[src/include/aes_defs.svh]
`ifndef AES_DEFS_SVH
`define AES_DEFS_SVH

// data path widths
`define AES_BLOCK_BITS 128
`define AES_KEY_BITS   128
`define AES_WORD_BITS  32
`define AES_BYTE_BITS  8

// cipher rounds for a 128-bit key
`define AES_ROUNDS     10

// key load stage plus one stage per round
`define AES_LATENCY    (`AES_ROUNDS + 1)

`endif

[src/source/aesPkg.sv]
`include "aes_defs.svh"

package aesPkg;

    typedef logic [`AES_BYTE_BITS-1:0]  aesByte;
    typedef logic [`AES_WORD_BITS-1:0]  aesWord;
    // byte 0 of the state sits in the top byte
    typedef logic [`AES_BLOCK_BITS-1:0] aesBlock;
    typedef logic [`AES_KEY_BITS-1:0]   aesKey;

    // forward s-box, indexed by input byte
    localparam aesByte SBOX [256] = '{
        8'h63, 8'h7c, 8'h77, 8'h7b, 8'hf2, 8'h6b, 8'h6f, 8'hc5,
        8'h30, 8'h01, 8'h67, 8'h2b, 8'hfe, 8'hd7, 8'hab, 8'h76,
        8'hca, 8'h82, 8'hc9, 8'h7d, 8'hfa, 8'h59, 8'h47, 8'hf0,
        8'had, 8'hd4, 8'ha2, 8'haf, 8'h9c, 8'ha4, 8'h72, 8'hc0,
        8'hb7, 8'hfd, 8'h93, 8'h26, 8'h36, 8'h3f, 8'hf7, 8'hcc,
        8'h34, 8'ha5, 8'he5, 8'hf1, 8'h71, 8'hd8, 8'h31, 8'h15,
        8'h04, 8'hc7, 8'h23, 8'hc3, 8'h18, 8'h96, 8'h05, 8'h9a,
        8'h07, 8'h12, 8'h80, 8'he2, 8'heb, 8'h27, 8'hb2, 8'h75,
        8'h09, 8'h83, 8'h2c, 8'h1a, 8'h1b, 8'h6e, 8'h5a, 8'ha0,
        8'h52, 8'h3b, 8'hd6, 8'hb3, 8'h29, 8'he3, 8'h2f, 8'h84,
        8'h53, 8'hd1, 8'h00, 8'hed, 8'h20, 8'hfc, 8'hb1, 8'h5b,
        8'h6a, 8'hcb, 8'hbe, 8'h39, 8'h4a, 8'h4c, 8'h58, 8'hcf,
        8'hd0, 8'hef, 8'haa, 8'hfb, 8'h43, 8'h4d, 8'h33, 8'h85,
        8'h45, 8'hf9, 8'h02, 8'h7f, 8'h50, 8'h3c, 8'h9f, 8'ha8,
        8'h51, 8'ha3, 8'h40, 8'h8f, 8'h92, 8'h9d, 8'h38, 8'hf5,
        8'hbc, 8'hb6, 8'hda, 8'h21, 8'h10, 8'hff, 8'hf3, 8'hd2,
        8'hcd, 8'h0c, 8'h13, 8'hec, 8'h5f, 8'h97, 8'h44, 8'h17,
        8'hc4, 8'ha7, 8'h7e, 8'h3d, 8'h64, 8'h5d, 8'h19, 8'h73,
        8'h60, 8'h81, 8'h4f, 8'hdc, 8'h22, 8'h2a, 8'h90, 8'h88,
        8'h46, 8'hee, 8'hb8, 8'h14, 8'hde, 8'h5e, 8'h0b, 8'hdb,
        8'he0, 8'h32, 8'h3a, 8'h0a, 8'h49, 8'h06, 8'h24, 8'h5c,
        8'hc2, 8'hd3, 8'hac, 8'h62, 8'h91, 8'h95, 8'he4, 8'h79,
        8'he7, 8'hc8, 8'h37, 8'h6d, 8'h8d, 8'hd5, 8'h4e, 8'ha9,
        8'h6c, 8'h56, 8'hf4, 8'hea, 8'h65, 8'h7a, 8'hae, 8'h08,
        8'hba, 8'h78, 8'h25, 8'h2e, 8'h1c, 8'ha6, 8'hb4, 8'hc6,
        8'he8, 8'hdd, 8'h74, 8'h1f, 8'h4b, 8'hbd, 8'h8b, 8'h8a,
        8'h70, 8'h3e, 8'hb5, 8'h66, 8'h48, 8'h03, 8'hf6, 8'h0e,
        8'h61, 8'h35, 8'h57, 8'hb9, 8'h86, 8'hc1, 8'h1d, 8'h9e,
        8'he1, 8'hf8, 8'h98, 8'h11, 8'h69, 8'hd9, 8'h8e, 8'h94,
        8'h9b, 8'h1e, 8'h87, 8'he9, 8'hce, 8'h55, 8'h28, 8'hdf,
        8'h8c, 8'ha1, 8'h89, 8'h0d, 8'hbf, 8'he6, 8'h42, 8'h68,
        8'h41, 8'h99, 8'h2d, 8'h0f, 8'hb0, 8'h54, 8'hbb, 8'h16
    };

    function automatic aesByte subByte(input aesByte b);
        return SBOX[b];
    endfunction

    // multiply by x, reduce by the AES polynomial
    function automatic aesByte xtime(input aesByte b);
        return {b[6:0], 1'b0} ^ (b[7] ? 8'h1b : 8'h00);
    endfunction

    function automatic aesBlock subBlock(input aesBlock s);
        aesBlock r;
        for (int i = 0; i < 16; i++) begin
            r[i*8 +: 8] = subByte(s[i*8 +: 8]);
        end
        return r;
    endfunction

    // row r rotates left by r columns
    function automatic aesBlock shiftRows(input aesBlock s);
        aesBlock r;
        int src;
        for (int c = 0; c < 4; c++) begin
            for (int row = 0; row < 4; row++) begin
                src = 4 * ((c + row) % 4) + row;
                r[127 - 8 * (4 * c + row) -: 8] = s[127 - 8 * src -: 8];
            end
        end
        return r;
    endfunction

    function automatic aesBlock mixColumns(input aesBlock s);
        aesBlock r;
        aesWord col;
        aesByte a [4];
        for (int c = 0; c < 4; c++) begin
            col = s[127 - 32 * c -: 32];
            a[0] = col[31:24];
            a[1] = col[23:16];
            a[2] = col[15:8];
            a[3] = col[7:0];
            // 3*x is x ^ 2*x
            r[127 - 32 * c -: 32] = {
                xtime(a[0]) ^ xtime(a[1]) ^ a[1] ^ a[2] ^ a[3],
                a[0] ^ xtime(a[1]) ^ xtime(a[2]) ^ a[2] ^ a[3],
                a[0] ^ a[1] ^ xtime(a[2]) ^ xtime(a[3]) ^ a[3],
                xtime(a[0]) ^ a[0] ^ a[1] ^ a[2] ^ xtime(a[3])
            };
        end
        return r;
    endfunction

    function automatic aesWord rotWord(input aesWord w);
        return {w[23:0], w[31:24]};
    endfunction

    function automatic aesWord subWord(input aesWord w);
        return {subByte(w[31:24]), subByte(w[23:16]), subByte(w[15:8]), subByte(w[7:0])};
    endfunction

    function automatic aesByte rconFor(input int round);
        case (round)
            1:       return 8'h01;
            2:       return 8'h02;
            3:       return 8'h04;
            4:       return 8'h08;
            5:       return 8'h10;
            6:       return 8'h20;
            7:       return 8'h40;
            8:       return 8'h80;
            9:       return 8'h1b;
            10:      return 8'h36;
            default: return 8'h00;
        endcase
    endfunction

    // one step of the key schedule, four words at a time
    function automatic aesKey nextRoundKey(input aesKey k, input int round);
        aesWord w [4];
        aesWord t;
        t = subWord(rotWord(k[31:0])) ^ {rconFor(round), 24'h000000};
        w[0] = k[127:96] ^ t;
        w[1] = k[95:64] ^ w[0];
        w[2] = k[63:32] ^ w[1];
        w[3] = k[31:0] ^ w[2];
        return {w[0], w[1], w[2], w[3]};
    endfunction

endpackage

[src/source/aesKeyLoad.sv]
`timescale 1ns/10ps

module aesKeyLoad (
    input  logic            clk,
    input  logic            rst,
    input  logic            advance,
    input  logic            inValid,
    input  aesPkg::aesBlock inData,
    input  aesPkg::aesKey   inKey,
    output logic            stageValid,
    output aesPkg::aesBlock stageState,
    output aesPkg::aesKey   stageKey
);

    always_ff @(posedge clk or posedge rst) begin
        if (rst) begin
            stageValid <= 1'b0;
        end else if (advance) begin
            stageValid <= inValid;
        end
    end

    // round 0 is a plain key addition
    always_ff @(posedge clk) begin
        if (advance) begin
            stageState <= inData ^ inKey;
            stageKey   <= inKey;
        end
    end

endmodule

[config.mk]
export PLATFORM = sky130hd
export DESIGN_NAME = aesKeyLoad
export DESIGN_NICKNAME = d
export VERILOG_FILES = /design/src/source/aesPkg.sv /design/src/source/aesKeyLoad.sv
export VERILOG_INCLUDE_DIRS = /design/src /design/src/include
export SDC_FILE = /design/constraint.sdc
export NUM_CORES = 1
export LEC_CHECK = 0
export ABC_AREA = 1
export BUFFER_PORTS_ARGS = -buffer_cell sky130_fd_sc_hd__buf_2
export CAP_MARGIN = 20
export CORE_AREA = 2 2 203 205
export DETAILED_ROUTE_END_ITERATION = 16
export DIE_AREA = 0 0 205 207
export PLACE_DENSITY = 0.55
export SLEW_MARGIN = 30
export SYNTH_ARGS = -nofsm -noshare
export SYNTH_HDL_FRONTEND = slang
export SYNTH_SLANG_ARGS = --single-unit
[constraint.sdc]
create_clock -name clk -period 0.8 [get_ports clk]
set_input_delay 0.08 -clock clk [delete_from_list [all_inputs] [get_ports clk]]
set_output_delay 0.08 -clock clk [all_outputs]
set_load 0.02 [all_outputs]
==> parameters.txt, run 1 <==
Parameter                              Value

Worst setup path
  CP peak stage delay    ~440 ps
  Maximum fanout along the worst path    1
  Endpoint class of the critical path    primary output
  Length in cells of the worst reg-to-reg path    3
  Worst r2r dst    stageValid
  Critical path buffers and inverters    1
  Critical Path Start    stageState[83]
  Slowest-stage cell, CP    edfxtp_1
  Critical path's top delay family    flip-flops
  CP startpoint kind    register
  Reg2Reg Setup Slack    roughly 50 ps
  Critical path cell sequence    buf_6
  CP required    720 ps
  Data arrival time at the worst-slack endpoint    between 1000 and 1500 ps
  Source of the worst register-to-register timing path    stageValid
  Category of the most critical setup path    reg2out

Cells and area
  Most frequent cells in the layout    387 x nand2_1, 293 x buf_2, 260 x dlygate4sd3_1, 258 x inv_1, 256 x edfxtp_1
  Leading cell type in the layout, fill and taps excluded    nand2_1
  Layout overhead on the synthesized area    81.9%
  Area occupied by multi-input gates    1450 um^2
  Number of fillers in the final layout    roughly 3600
  Net count reported at finish    just under 2000
  Final core area utilization    between 40 and 50%
  Share of cells above drive strength 1    roughly a third
  Area of all sequential standard cells    roughly 7700 um^2

Min path
  Count of cells along the worst hold path    2
  End point of the most critical hold path    stageKey[5]
  Hold Path Origin    advance
  Worst Hold Class    in2reg

Clock tree
  TritonCTS sink count    between 200 and 300
  Insertion delay to the later sink of the worst-skew pair    ~530 ps
  Worst-case clock buffer depth    3
  Inserted Clock Buffers    28
  Clock slew at reported path FFs    ~60 ps
  H-tree depth reported by CTS    1
  CTS tree    done
  Clock root buffer    clkbuf_16

Global route
  Global-route wire length before repair    approximately 46 mm
  Initial antenna violation count    3
  Pin count of the biggest net entering global routing    48
  Gr ovfl total    0
  Total Routing Usage GR    between 10% and 20%
  Number of global-route vias before repair    ~9000

Floorplan
  Initial standard-cell utilization of the core    25.1%
  Area of the placeable core    slightly above 40000 um^2
  Boundary Pins    517
  Y dimension of the die    slightly above 200 um
  Die area    between 40000 and 50000 um^2
  Die W    around 210 um
  Site Rows    74

STA
  Largest clock skew in the final design    0 ps
  Number of endpoints failing setup at the final stage    257
  Post-route setup slack    -417 ps
  Unrepaired setup endpoints after global routing    true
  Shortest period the worst path allows    approximately 1200 ps
  Peak Freq    ~0.8 GHz
  Number of hold violations in the final report    0
  Worst slew pin tran    ~260 ps
  Max-slew violation count    0
  Relative slew slack    between 80 and 90%
  Final critical-path share of the clock period    152%

Synth
  Post-synth top area cell    edfxtp_1
  Area fraction of the dominant cell type after synthesis    between 70 and 80%
  Number of warning messages in the yosys log    0
  Post-synth net total    1162
  Mux share of post-synthesis cell area    0%
  Unique cell type count in the Yosys netlist    4
  Dominant cells by area after synthesis    edfxtp_1 76%, nand2_1 14%, inv_1 9.6%
  Cell area after technology mapping    slightly above 10000 um^2
  Adder-Cell Fraction of Synth Area    0%
  Combinational family with the most area after synthesis    simple AND/OR/NAND/NOR gates
  Synthesized area per cell    ~11 um^2
  Area fraction in compound gates after synthesis    0%
  Post-Synth Simple-Gate Area    between 10% and 20%
  XOR/XNOR share of the synthesized area    0%
  Number of instances in the synthesized netlist    around 900
  Number of flip-flops and latches in the synthesized netlist    257
  Sequential-to-total area share from yosys stat    roughly 76%

Place
  Port Buf Inserts    around 520
  Global placement routability congestion    approximately 0.79
  Final HPWL from detailed placement    ~22 mm

Routing
  Initial DRC Count    ~400
  Final WL    32.3 mm
  Via-to-Cell Ratio    around 4
  First-pass iteration count of the detailed router    7
  Residual antenna-violating net count after detailed routing    0
  DR vias    around 8900
  Wire length per cell after detailed routing    ~14 um
  Detailed-route DRC error count    0

Status
  Outcome    complete, but fails checks
  Violated checks    setup timing

Power and ir drop
  Leak pwr    9.13 nW
  Max rail drop VDD    approximately 1.5 mV
  Total power density per cell area    between 1500 and 2000 nW/um^2
  Final Power    ~0.036 W

Run
  Max-capacitance violation count    0
## registers in the layout, indices dropped and copies added (netlist names)
| register | flops |
|---|---|
| stageState | 128 |
| stageKey | 128 |
| stageValid | 1 |
## cells in the mapped netlist
cell and count:
nand2_1 387, inv_1 258, edfxtp_1 256, dfrtp_1 1
## cells by family (layout without fill, tap and decap cells)
family | Yosys count | after routing
simple gates | 387 | 387
flops | 257 | 257
other cells | 0 | 3
buf+inv | 258 | 1097
## what timing repair did
item,CTS,global route
setup buffers,0,1
resized for setup,254,191
hold buffers,260,0
setup endpoints to repair,257,257
gates cloned,0,0
hold endpoints to repair,259,0
## per-stage QoR
stage               area, um^2  setup WS (ps)  cells  hold slack (ps)  setup TNS, ps
global placement         13500           -163   1961            -86.6         -32100
CTS                      17800           -463   2272             42.9         -99210
floorplan                10100            124    902             -191              0
detailed placement       13500           -163   1961            -83.4         -32780
global route             18400           -460   2274             58.7        -101770
finish                   18400           -417   2276             72.0         -90210
## per-layer routing
layer,GRT usage (%),share of wire [%]
met5,0,0.040
met4,5.48,3.0
met3,3.85,7.6
met2,25.8,53
met1,14.4,36
## final cells by class
type                       count  area share [%]
antenna                        3          0.0407
clock buffer                  40            4.22
clock inverter                11           0.686
inverter                     258            5.25
multi-input combinational    387            7.88
sequential                   257            41.8
tap                          532            3.61
timing repair buffer         788            36.5
## how the worst max path moves through the flow
stage                      endpoint  slack (ps)  depth (start not counted)
floorplan                stageValid         120                          2
global placement     stageState[81]        -160                          2
detailed placement  stageState[106]        -160                          2
CTS                  stageState[83]        -460                          1
global route         stageState[83]        -460                          1
finish               stageState[83]        -420                          1
## where the power goes
part / internal (W) / total [W] / leakage (nW) / switching (W)
clock: 0.00768 / 0.0128 / 0.443 / 0.00509
combinational: 0.00350 / 0.00693 / 6.17 / 0.00343
sequential: 0.0162 / 0.0167 / 2.51 / 0.000553
total: 0.0273 / 0.0364 / 9.13 / 0.00907
Power figures use the tool's default switching activity.
==> run 2: changes to the inputs <==
- TNS_END_PERCENT: default -> 1
==> run 2 against run 1 <==
Effect of this change:
- the flow still finishes with violations (setup timing)
- sequential share of layout area rose by 3.0 points
- power shrank 3.7%
- clock power hardly changed
==> parameters.txt, run 2 (synthesis gave the netlist of run 1 again) <==
Parameter                              Value

Worst setup path
  Category of the most critical setup path    reg2out
  CP required    720 ps (about the same)
  Data arrival time at the worst-slack endpoint    1140 ps (about the same)
  Endpoint class of the critical path    primary output
  CP peak stage delay    440 ps (about the same)
  Slowest-stage cell, CP    edfxtp_1
  Critical path buffers and inverters    1 (unchanged)
  CP startpoint kind    register
  Maximum fanout along the worst path    1 (unchanged)
  Critical path cell sequence    buf_6
  Critical path's top delay family    flip-flops

STA
  Peak Freq    0.821 GHz (about the same)
  Number of hold violations in the final report    0 (unchanged)
  Max-slew violation count    0 (unchanged)
  Shortest period the worst path allows    1220 ps (+1.18 ps)
  Unrepaired setup endpoints after global routing    true
  Post-route setup slack    -418 ps (-1.18 ps)
  Worst slew pin tran    265 ps (+4.88 ps)
  Number of endpoints failing setup at the final stage    257 (unchanged)
  Largest clock skew in the final design    0 ps (unchanged)
  Final critical-path share of the clock period    152% (about the same)
  Relative slew slack    82.3% (-0.33 points)

Clock tree
  Worst-case clock buffer depth    3 (unchanged)
  Clock root buffer    clkbuf_16
  Inserted Clock Buffers    28 (unchanged)
  Clock slew at reported path FFs    60 ps (about the same)
  H-tree depth reported by CTS    1 (unchanged)
  TritonCTS sink count    257 (unchanged)
  CTS tree    done
  Insertion delay to the later sink of the worst-skew pair    530 ps (about the same)

Power and ir drop
  Leak pwr    8.71 nW (-4.7%)
  Pint    0.0263 W (-3.7%)
  Clock share of power    36.2% (+1.2 points)
  Net Sw Frac    24.9% (about the same)
  Max rail drop VDD    1.53 mV (+2.1%)
  Switching power    0.00873 W (-3.8%)
  Share of power burned in registers    47.0% (+1.1 points)
  Part of the total power dissipated in combinational logic    16.8% (-2.2 points)
  Total power density per cell area    2040 nW/um^2 (+3.3%)

Cells and area
  Leading cell type in the layout, fill and taps excluded    buf_2
  Post-route cell area    17200 um^2 (-6.8%)
  Largest registers    stageKey: 128 flops, stageState: 128 flops, stageValid: 1 flops
  Net count reported at finish    1979 (-0.051%)
  Layout Cells excl Fill    2274 (-0.088%)
  Most frequent cells in the layout    491 x buf_2, 387 x nand2_1, 260 x dlygate4sd3_1, 258 x inv_1, 256 x edfxtp_1
  Share of cells above drive strength 1    32.5% (-0.039 points)
  Layout overhead on the synthesized area    69.6%

Global route
  M3 GR Usage    3.62% (-0.24 points)
  Met2 global-route usage    25.0% (-0.77 points)
  Number of global-route vias before repair    9013 (-1.3%)
  Gr ovfl total    0 (unchanged)
  Initial antenna violation count    2 (-1)
  Global routing met1 resource utilization    14.4% (+0.027 points)
  Pin count of the biggest net entering global routing    48 (unchanged)
  Most crowded layer after global routing    met2
  Total Routing Usage GR    13.5% (-0.31 points)
  Global-route wire length before repair    45.5 mm (-1.8%)

Floorplan
  Y dimension of the die    207 um (unchanged)
  Boundary Pins    517 (unchanged)
  Initial standard-cell utilization of the core    25.1% (unchanged)
  Area of the placeable core    40400 um^2 (unchanged)
  Die W    205 um (unchanged)
  Die area    42400 um^2 (unchanged)
  Site Rows    74 (unchanged)

Place
  Instance count after placement with tap cells included    1961 (unchanged)
  Final HPWL from detailed placement    21.7 mm (unchanged)
  Port Buf Inserts    516 (unchanged)
  Global placement routability congestion    0.794 (unchanged)
  Post-placement cell area    13500 um^2 (unchanged)

Routing
  Residual antenna-violating net count after detailed routing    0 (unchanged)
  Via-to-Cell Ratio    3.85 (-1.7%)
  Initial DRC Count    325 (-19%)
  Final WL    30.3 mm (-6.2%)
  Detailed-route DRC error count    0 (unchanged)
  DR vias    8757 (-1.7%)
  First-pass iteration count of the detailed router    7 (unchanged)
  Wire length per cell after detailed routing    13.3 um (-6.1%)

Status
  Violated checks    setup timing
  Outcome    complete, but fails checks

Min path
  Worst Hold Class    in2reg

Run
  Max-capacitance violation count    0 (unchanged)
## run 2: path summary, 6_finish.rpt
path                                 from              to  slack, ps  cells past startpoint
setup / recovery           stageState[83]  stageState[83]       -420                      1
hold / removal                    advance     stageKey[5]         70                      2
setup reg to reg               stageValid      stageValid        190                      2
hold reg to reg                stageValid      stageValid        490                      2
max in group asynchronous             rst      stageValid        210                      4
min in group asynchronous             rst      stageValid        490                      4
## run 2: timing repair
action	in CTS	in global routing
hold buffers	260	0
resized for setup	26	21
cloned	0	0
setup endpoints to repair	257	257
buffers inserted	0	0
hold endpoints to repair	259	0
pin swaps	0	0
## run 2: power by group through the flow
stage	registers, W	clock network, W	logic, W
2_1_floorplan	0.0182	0	0.000668
3_3_place_gp	0.0167	0	0.00468
3_5_place_dp	0.0167	0	0.00475
4_1_cts	0.0165	0.0131	0.00584
5_1_grt	0.0166	0.0136	0.00635
6_report	0.0165	0.0127	0.00588
## run 2: final cells by class
type	instances	area (um^2)
fill	3780	23200
sequential	257	7710
timing repair buffer	787	5470
multi-input combinational	387	1450
inverter	258	968
clock buffer	40	777
tap	532	666
clock inverter	11	126
antenna	2	5.00
## run 2: stage by stage
stage	TNS (ps)	setup slack, ps	util, %	hold slack (ps)	power [W]
2_1_floorplan	0	124	-	-191	0.0189
3_3_place_gp	-32100	-163	33.5	-86.6	0.0214
3_5_place_dp	-32780	-163	33.5	-83.4	0.0215
4_1_cts	-99470	-463	42.4	42.9	0.0355
5_1_grt	-101850	-465	42.5	58.9	0.0365
6_report	-89160	-418	42.6	67.2	0.0351
## run 2: routing by layer
layer,share of wire [%],vias to the layer above
met5,0.043,-
met4,3.3,2
met3,8.1,77
met2,51,352
met1,38,3950
li1,-,4376
